File: config.mk
export PLATFORM = sky130hd
export DESIGN_NAME = uart_rx_subsystem
export DESIGN_NICKNAME = d
export VERILOG_FILES = /design/src/logic/uart_pkg.sv /design/src/logic/fifo_buf.sv /design/src/logic/uart_rx_controller.sv /design/src/logic/uart_rx_subsystem.sv /design/src/logic/uart_to_fifo_buf.sv /design/src/logic/uart_to_fifo_buf_fsm.sv
export VERILOG_INCLUDE_DIRS = /design/src /design/src/logic
export SDC_FILE = /design/constraint.sdc
export NUM_CORES = 1
export LEC_CHECK = 0
export BUFFER_PORTS_ARGS = -buffer_cell sky130_fd_sc_hd__buf_2
export CAP_MARGIN = 5
export CORE_ASPECT_RATIO = 1.1
export CORE_MARGIN = 2
export CORE_UTILIZATION = 55
export CTS_CLUSTER_SIZE = 20
export DETAILED_ROUTE_END_ITERATION = 7
export PLACE_DENSITY_LB_ADDON = 0.1
export REMOVE_ABC_BUFFERS = 1
export SETUP_SLACK_MARGIN = 0.3
export SYNTH_ARGS = -nofsm -noshare
export SYNTH_HDL_FRONTEND = slang
export SYNTH_SLANG_ARGS = --single-unit
File: constraint.sdc
create_clock -name clk -period 2.4 [get_ports clk]
set_clock_uncertainty 0.1 [all_clocks]
set_input_delay 0.24 -clock clk [delete_from_list [all_inputs] [get_ports clk]]
set_output_delay 0.24 -clock clk [all_outputs]
set_load 0.03 [all_outputs]
File: src/logic/uart_config.svh
`ifndef UART_CONFIG_SVH
`define UART_CONFIG_SVH

// Serial bit timing
// Clock cycles per serial bit, round(clk_freq / baud rate)
// Kept small so simulation frames stay short
`define UART_CLKS_PER_BIT 8

// Width of the bit-time counter, clog2 of UART_CLKS_PER_BIT
`define UART_COUNTER_BITS 3

// Frame payload
// Data bits per frame, start and stop bits not counted
`define UART_DATA_SIZE 8

// Width of the bit index inside a frame, clog2 of UART_DATA_SIZE
`define UART_DATA_SIZE_BITS 3

// Byte buffer
// Number of byte entries in the circular buffer
`define UART_FIFO_DEPTH 8

// Consumer flow control
// Credits the consumer grants right after reset
`define UART_OUT_CREDITS 4

`endif

File: src/logic/uart_pkg.sv
`include "uart_config.svh"

package uart_pkg;

	// One received data byte
	typedef logic [`UART_DATA_SIZE-1:0] uart_byte_t;

	// Read or write index into the byte buffer
	typedef logic [$clog2(`UART_FIFO_DEPTH)-1:0] fifo_ptr_t;

	// Buffer occupancy, 0 up to and including the depth
	typedef logic [$clog2(`UART_FIFO_DEPTH+1)-1:0] fifo_cnt_t;

	// Credits currently held by the buffer read side
	typedef logic [$clog2(`UART_OUT_CREDITS+1)-1:0] credit_cnt_t;

	// Serial receiver states
	typedef enum logic [1:0] {
		RX_IDLE,
		RX_START,
		RX_DATA,
		RX_STOP
	} rx_state_e;

	// Buffer write sequencer states
	typedef enum logic [1:0] {
		WR_IDLE,
		WR_REQUEST,
		WR_WAIT_DONE
	} wr_state_e;

	// Write request from the bridge into the buffer
	typedef struct packed {
		logic trigger;
		uart_byte_t data;
	} fifo_wr_t;

endpackage

File: src/logic/fifo_buf.sv
`timescale 1ns/10ps

`include "uart_config.svh"

module fifo_buf (
	input logic clk,
	input logic reset,
	input uart_pkg::fifo_wr_t wr,
	output logic wr_rdy,
	output logic wr_done,
	output logic is_full,
	input logic credit_return,
	output logic out_valid,
	output uart_pkg::uart_byte_t out_data
);

	uart_pkg::uart_byte_t mem [`UART_FIFO_DEPTH];

	uart_pkg::fifo_ptr_t wr_ptr;
	uart_pkg::fifo_ptr_t rd_ptr;
	uart_pkg::fifo_cnt_t count;
	uart_pkg::credit_cnt_t credits;

	// Write request latched for one cycle before the commit
	logic wr_pend;
	uart_pkg::uart_byte_t wr_data_q;

	logic do_write;
	logic do_read;

	// Pointer advance with wrap at the configured depth
	function automatic uart_pkg::fifo_ptr_t next_ptr(input uart_pkg::fifo_ptr_t ptr);
		if (ptr == uart_pkg::fifo_ptr_t'(`UART_FIFO_DEPTH - 1)) begin
			return '0;
		end
		return ptr + 1'b1;
	endfunction

	assign is_full = (count == uart_pkg::fifo_cnt_t'(`UART_FIFO_DEPTH));

	// Sequencer is busy only in the commit cycle
	assign wr_rdy = !wr_pend;
	assign wr_done = wr_pend;

	// Bridge tests is_full before it requests a write
	assign do_write = wr_pend;

	// Send whenever there is data and the consumer has granted room
	assign out_valid = (count != '0) && (credits != '0);
	assign do_read = out_valid;
	assign out_data = mem[rd_ptr];

	always_ff @(posedge clk) begin
		if (reset) begin
			wr_pend <= 1'b0;
		end else begin
			wr_pend <= wr.trigger && wr_rdy;
		end
	end

	always_ff @(posedge clk) begin
		if (wr.trigger && wr_rdy) begin
			wr_data_q <= wr.data;
		end
		if (do_write) begin
			mem[wr_ptr] <= wr_data_q;
		end
	end

	always_ff @(posedge clk) begin
		if (reset) begin
			wr_ptr <= '0;
			rd_ptr <= '0;
			count <= '0;
			credits <= uart_pkg::credit_cnt_t'(`UART_OUT_CREDITS);
		end else begin
			if (do_write) begin
				wr_ptr <= next_ptr(wr_ptr);
			end
			if (do_read) begin
				rd_ptr <= next_ptr(rd_ptr);
			end
			// Simultaneous write and read leave the occupancy unchanged
			case ({do_write, do_read})
				2'b10: count <= count + 1'b1;
				2'b01: count <= count - 1'b1;
				default: count <= count;
			endcase
			// One credit spent per byte sent, one gained per return pulse
			case ({credit_return, do_read})
				2'b10: credits <= credits + 1'b1;
				2'b01: credits <= credits - 1'b1;
				default: credits <= credits;
			endcase
		end
	end

endmodule

File: src/logic/uart_rx_controller.sv
`timescale 1ns/10ps

`include "uart_config.svh"

module uart_rx_controller (
	input logic clk,
	input logic reset,
	input logic rx,
	output uart_pkg::uart_byte_t data,
	output logic rx_done
);

	// Two-flop synchronizer for the asynchronous serial line
	logic rx_meta;
	logic rx_sync;

	uart_pkg::rx_state_e state;
	logic [`UART_COUNTER_BITS-1:0] clk_cnt;
	logic [`UART_DATA_SIZE_BITS-1:0] bit_idx;

	// Full bit time elapsed, used for data and stop sampling
	logic bit_tick;
	// Half bit time elapsed, used to land on mid-start
	logic half_tick;

	assign bit_tick = (clk_cnt == `UART_COUNTER_BITS'(`UART_CLKS_PER_BIT - 1));
	assign half_tick = (clk_cnt == `UART_COUNTER_BITS'(`UART_CLKS_PER_BIT / 2 - 1));

	// Line idles high, so the synchronizer resets to one
	always_ff @(posedge clk) begin
		if (reset) begin
			rx_meta <= 1'b1;
			rx_sync <= 1'b1;
		end else begin
			rx_meta <= rx;
			rx_sync <= rx_meta;
		end
	end

	always_ff @(posedge clk) begin
		if (reset) begin
			state <= uart_pkg::RX_IDLE;
			clk_cnt <= '0;
			bit_idx <= '0;
			rx_done <= 1'b0;
		end else begin
			// Done is a single-cycle pulse
			rx_done <= 1'b0;
			clk_cnt <= clk_cnt + 1'b1;
			case (state)
				uart_pkg::RX_IDLE: begin
					clk_cnt <= '0;
					// Falling edge marks a possible start bit
					if (!rx_sync) begin
						state <= uart_pkg::RX_START;
					end
				end
				uart_pkg::RX_START: begin
					if (half_tick) begin
						clk_cnt <= '0;
						bit_idx <= '0;
						// Line back high at mid-start is a glitch, not a frame
						if (!rx_sync) begin
							state <= uart_pkg::RX_DATA;
						end else begin
							state <= uart_pkg::RX_IDLE;
						end
					end
				end
				uart_pkg::RX_DATA: begin
					if (bit_tick) begin
						clk_cnt <= '0;
						bit_idx <= bit_idx + 1'b1;
						if (bit_idx == `UART_DATA_SIZE_BITS'(`UART_DATA_SIZE - 1)) begin
							state <= uart_pkg::RX_STOP;
						end
					end
				end
				uart_pkg::RX_STOP: begin
					if (bit_tick) begin
						// A low stop bit drops the frame silently
						rx_done <= rx_sync;
						state <= uart_pkg::RX_IDLE;
					end
				end
				default: begin
					state <= uart_pkg::RX_IDLE;
				end
			endcase
		end
	end

	// Shift register, LSB arrives first so bits enter at the top
	always_ff @(posedge clk) begin
		if (state == uart_pkg::RX_DATA && bit_tick) begin
			data <= {rx_sync, data[`UART_DATA_SIZE-1:1]};
		end
	end

endmodule

File: src/logic/uart_rx_subsystem.sv
`timescale 1ns/10ps

module uart_rx_subsystem (
	input logic clk,
	input logic reset,
	input logic rx,
	input logic credit_return,
	output logic out_valid,
	output uart_pkg::uart_byte_t out_data,
	output logic overrun
);

	// Write port between the bridge and the buffer
	uart_pkg::fifo_wr_t wr;
	logic wr_rdy;
	logic wr_done;
	logic is_full;

	// Serial receive side with the write sequencer
	uart_to_fifo_buf u_bridge (
		.clk(clk),
		.reset(reset),
		.rx(rx),
		.wr_done(wr_done),
		.wr_rdy(wr_rdy),
		.is_full(is_full),
		.wr(wr),
		.overrun(overrun)
	);

	// Byte storage and credit-gated delivery
	fifo_buf u_fifo (
		.clk(clk),
		.reset(reset),
		.wr(wr),
		.wr_rdy(wr_rdy),
		.wr_done(wr_done),
		.is_full(is_full),
		.credit_return(credit_return),
		.out_valid(out_valid),
		.out_data(out_data)
	);

endmodule

File: src/logic/uart_to_fifo_buf.sv
`timescale 1ns/10ps

module uart_to_fifo_buf (
	input logic clk,
	input logic reset,
	input logic rx,
	input logic wr_done,
	input logic wr_rdy,
	input logic is_full,
	output uart_pkg::fifo_wr_t wr,
	output logic overrun
);

	uart_pkg::uart_byte_t rx_data;
	logic rx_done;
	logic store;
	logic wr_trigger;

	// Holding register frees the receiver for the next frame
	uart_pkg::uart_byte_t held_data;

	uart_rx_controller u_rx (
		.clk(clk),
		.reset(reset),
		.rx(rx),
		.data(rx_data),
		.rx_done(rx_done)
	);

	uart_to_fifo_buf_fsm u_fsm (
		.clk(clk),
		.reset(reset),
		.rx_done(rx_done),
		.wr_done(wr_done),
		.wr_rdy(wr_rdy),
		.is_full(is_full),
		.store(store),
		.wr_trigger(wr_trigger),
		.overrun(overrun)
	);

	always_ff @(posedge clk) begin
		if (store) begin
			held_data <= rx_data;
		end
	end

	assign wr.trigger = wr_trigger;
	assign wr.data = held_data;

endmodule

File: src/logic/uart_to_fifo_buf_fsm.sv
`timescale 1ns/10ps

module uart_to_fifo_buf_fsm (
	input logic clk,
	input logic reset,
	input logic rx_done,
	input logic wr_done,
	input logic wr_rdy,
	input logic is_full,
	output logic store,
	output logic wr_trigger,
	output logic overrun
);

	uart_pkg::wr_state_e state;
	uart_pkg::wr_state_e state_next;

	// Accept a byte only when idle and the buffer has room
	assign store = rx_done && (state == uart_pkg::WR_IDLE) && !is_full;

	// Any other arrival is lost
	// Busy case is unreachable at the configured bit timing
	assign overrun = rx_done && ((state != uart_pkg::WR_IDLE) || is_full);

	// Trigger lasts one cycle since the state leaves request right away
	assign wr_trigger = (state == uart_pkg::WR_REQUEST) && wr_rdy;

	always_comb begin
		state_next = state;
		case (state)
			uart_pkg::WR_IDLE: begin
				if (store) begin
					state_next = uart_pkg::WR_REQUEST;
				end
			end
			uart_pkg::WR_REQUEST: begin
				// Wait here while the buffer is still committing
				if (wr_rdy) begin
					state_next = uart_pkg::WR_WAIT_DONE;
				end
			end
			uart_pkg::WR_WAIT_DONE: begin
				if (wr_done) begin
					state_next = uart_pkg::WR_IDLE;
				end
			end
			default: begin
				state_next = uart_pkg::WR_IDLE;
			end
		endcase
	end

	always_ff @(posedge clk) begin
		if (reset) begin
			state <= uart_pkg::WR_IDLE;
		end else begin
			state <= state_next;
		end
	end

endmodule

==> out/results.tsv <==
stage	metric	value	unit
timing	achievable-frequency	430	MHz
timing	finalWorstPathRequiredPeriod	2330	ps
floorplanning	ioPinCount	14	
timing	worst_hold_slack	69.5	ps
power	share_seq_of_total_power	34.7	%
setup_path	worst-endpoint-arrival	1990	ps
yosys	yosysSeqAreaShare	69.9	%
yosys	number_of_synthesized_flops_with_an_enable_pin	88	
yosys	synth_top_area_cell	edfxtp_1	
yosys	asyncSetResetFlopFracSynth	0	%
timing	relSlewSlack	57.9	%
global_route	antenna_found_initial	0	
power	cell_internal_pwr	4.98	mW
routing	avgViaCountPerCell	5.29	
floorplanning	dieArea	9190	um^2
yosys	synth_mux_area_share	12.5	%
yosys	synth_top_family_by_area	multiplexers	
job	maxCapViolations	0	
worst_hold_path	min_from	reset	
clocking	root_buffer	clkbuf_8	
yosys	yosysWarningCount	0	
routing	route.vias.total	2392	
yosys	syn_area_per_cell	16.5	um^2
timing	rsz_0062_raised_after_global_routing	yes	
routing	drc_errors	0	
placed_design	port_buffers	13	
clocking	cts.clk_slew.worst_paths	50	ps
finish	fin_util	69.3	%
finish	final_layout_size_suffix_gt1_share	35.2	%
clocking	tritoncts_buffers	17	
finish	fin_nets	348	
global_route	grt_start_max_net_pins	28	
power	p_total	6.80	mW
clocking	cts_num_sinks	118	
timing	setup_viol	0	
global_route	grt.busiest_layer	met2	
setup_path	cp-start-kind	flop	
global_route	met2_usage	31.9	%
setup_path	worst_setup_path_end_kind	primary output	
yosys	synth_cell_type_count	33	
clocking	ctsLongestPathBuffers	2	
global_route	global_route.usage.total	18.8	%
yosys	synth_commonest_cells	edfxtp_1, dfxtp_1, nor2_1, mux4_1	
setup_path	required	2060	ps
setup_path	timing.setup.critical_path_class	reg2out	
global_route	grt_first_pass_wirelength	12600	um
power	power_density	1190	nW/um^2
global_route	first_global_vias	2469	
floorplanning	floorplan.die.height	100	um
finish	layout.area.seq	3260	um^2
yosys	synth_simple_gate_area_share	7.28	%
placed_design	globalplace.congestion	0.696	
finish	synthToLayoutAreaGrowth	23.6	%
yosys	synthesized_area_fraction_occupied_by_adder_cells	4.21	%
global_route	met3_usage	5.63	%
worst_hold_path	min_path_type	in2reg	
setup_path	ff2ff_setup_slack	280	ps
yosys	yosysTopAreaCellShare	56.9	%
yosys	synthXorXnorAreaFrac	1.13	%
global_route	gr-usage-met1	22.5	%
power	vdd_drop_max	0.741	mV
power	switchingPower	1.81	mW
routing	drt_iter0_drc	131	
floorplanning	start_util	56.1	%
yosys	synthTopCellsByArea	edfxtp_1, dfxtp_1, mux4_1	
setup_path	regToRegStartpoint	u_fifo.count[0]$_SDFFE_PP0P_	
finish	finish.instance_area	5730	um^2
floorplanning	fp-row-count	35	
setup_path	critPathMaxFanout	8	
placed_design	placement.cell_area	4900	um^2
yosys	ys_ff_latch	118	
routing	ant_nets	0	
placed_design	dp_hpwl	4330	um
yosys	syn_area	4640	um^2
routing	postRouteWirelength	7830	um
timing	final_hold_viol_count	0	
clocking	htree_levels	4	
power	clock_power_share	37.1	%
floorplanning	die_w	91.6	um
timing	final-max-slew-violation-count	0	
yosys	main_flop_type_after_synthesis	edfxtp_1	
outcome	outcome	finished, final reports clean	
timing	layout_worst_path_cycle_share	96.9	%
global_route	grt_overflow	0	
floorplanning	core_area	8280	um^2
finish	diodes_inserted	0	
finish	multiInputGateArea	1360	um^2
yosys	yosys.cell_count.top_type	edfxtp_1	
routing	drt_pass1_iterations	5	
timing	setup_tns	0	ps
power	power.switching_fraction	26.7	%
yosys	syn-instance-count	282	
power	power.leakage	2.02	nW
power	combinational_cell_fraction_of_total_power	28.2	%
clocking	tritoncts	done	
finish	fillerInstances	536	
routing	post_drt_wl_per_cell	17.3	um
timing	max_slew.worst_pin.slew	630	ps
clocking	clock_latency_reported_for_the_late_side_of_the_worst_skew_pair	500	ps
yosys	synth-compound-area-share	2.75	%
==> registers in the layout, summed over array words and instances (netlist names), 2 cells and up, named ones only <==
signal                 cells
u_bridge.u_rx.clk_cnt      3
u_fifo.wr_data_q           8
u_fifo.wr_ptr              3
u_fifo.count               4
u_fifo.credits             3
u_bridge.held_data         8
u_bridge.u_rx.data         8
u_bridge.u_rx.bit_idx      3
u_bridge.u_fsm.state       2
u_fifo.rd_ptr              3
u_fifo.mem                64
==> per-stage QoR <==
step | setup slack [ps] | instances
after floorplan | -563 | 272
after global placement | 156 | 412
after detailed placement | 110 | 412
after CTS | 45.6 | 449
after global routing | 14.8 | 452
final | 74.6 | 452
==> worst max-delay path, cell delays in order, from the launching register on <==
cell and delay, ps:
dfxtp_4 400, buf_16 150, mux4_2 510, mux2_2 290
buf_6 140
==> metal layers <==
metal  part of all wire, %  vias up  wire [um]
met5                     0        -          0
met4                   1.5        0        116
met3                   3.2        9        254
met2                    53       46       4160
met1                    42     1191       3290
li1                      -     1146          -
==> placed cells by master (no fill, tap or decap), types with 2 or more instances in the layout <==
cell type / instances
mux2_4: 6
nor2_1: 23
mux4_2: 16
buf_2: 5
nand2b_1: 6
dfxtp_2: 7
o21ai_0: 3
buf_4: 21
inv_1: 11
ha_2: 3
nand3b_1: 3
buf_6: 9
edfxtp_1: 88
nor2b_1: 5
nor3_1: 9
dfxtp_1: 22
clkinv_2: 3
ha_1: 10
clkinv_4: 2
a21oi_2: 3
clkinvlp_4: 4
or2_2: 3
nand2_1: 10
mux2_2: 4
a21oi_1: 11
xor2_1: 4
bufinv_16: 4
clkbuf_16: 16
and2_1: 2
mux2i_1: 5
==> layout make-up <==
| type | instances | area share, % |
|---|---|---|
| Clock buffer | 18 | 7.29 |
| Clock inverter | 13 | 3.19 |
| Inverter | 11 | 0.720 |
| Multi-Input combinational cell | 143 | 23.7 |
| Sequential cell | 118 | 56.8 |
| Tap cell | 111 | 2.42 |
| Timing Repair Buffer | 38 | 5.96 |
==> final timing paths <==
kind	end	cells past startpoint
min	u_bridge.u_rx.bit_idx[0]$_SDFFE_PP0P_	2
max reg2reg	u_fifo.count[2]$_SDFFE_PP0P_	10
max	out_data[0]	4
min reg2reg	u_fifo.wr_data_q[6]$_DFFE_PP_	0
==> kinds of logic (layout without fill, tap and decap cells) <==
kind of cell,after synthesis,after routing
muxes,31,31
AOI/OAI and AO/OA,23,23
adders and majority gates,15,15
and+or+nand+nor,68,68
xor gates and xnor gates,6,6
buffers and inverters,21,80
DFF,118,118
==> power by group through the flow <==
stage | registers, mW | logic [mW] | clock network, mW
after global routing | 2.37 | 2.06 | 2.65
after CTS | 2.36 | 1.73 | 2.56
after global placement | 2.35 | 1.29 | 0
after detailed placement | 2.35 | 1.31 | 0
after floorplan | 2.41 | 0.924 | 0
final | 2.36 | 1.91 | 2.52
==> repair_timing <==
item	4_1_cts	5_1_grt
cloned	1	0
buffers inserted	4	3
gates resized for setup	63	9
setup endpoints to repair	11	11
hold endpoints to repair	1	0
pin swaps	6	10
hold buffers	1	0
(Power assumes the default switching activity.)
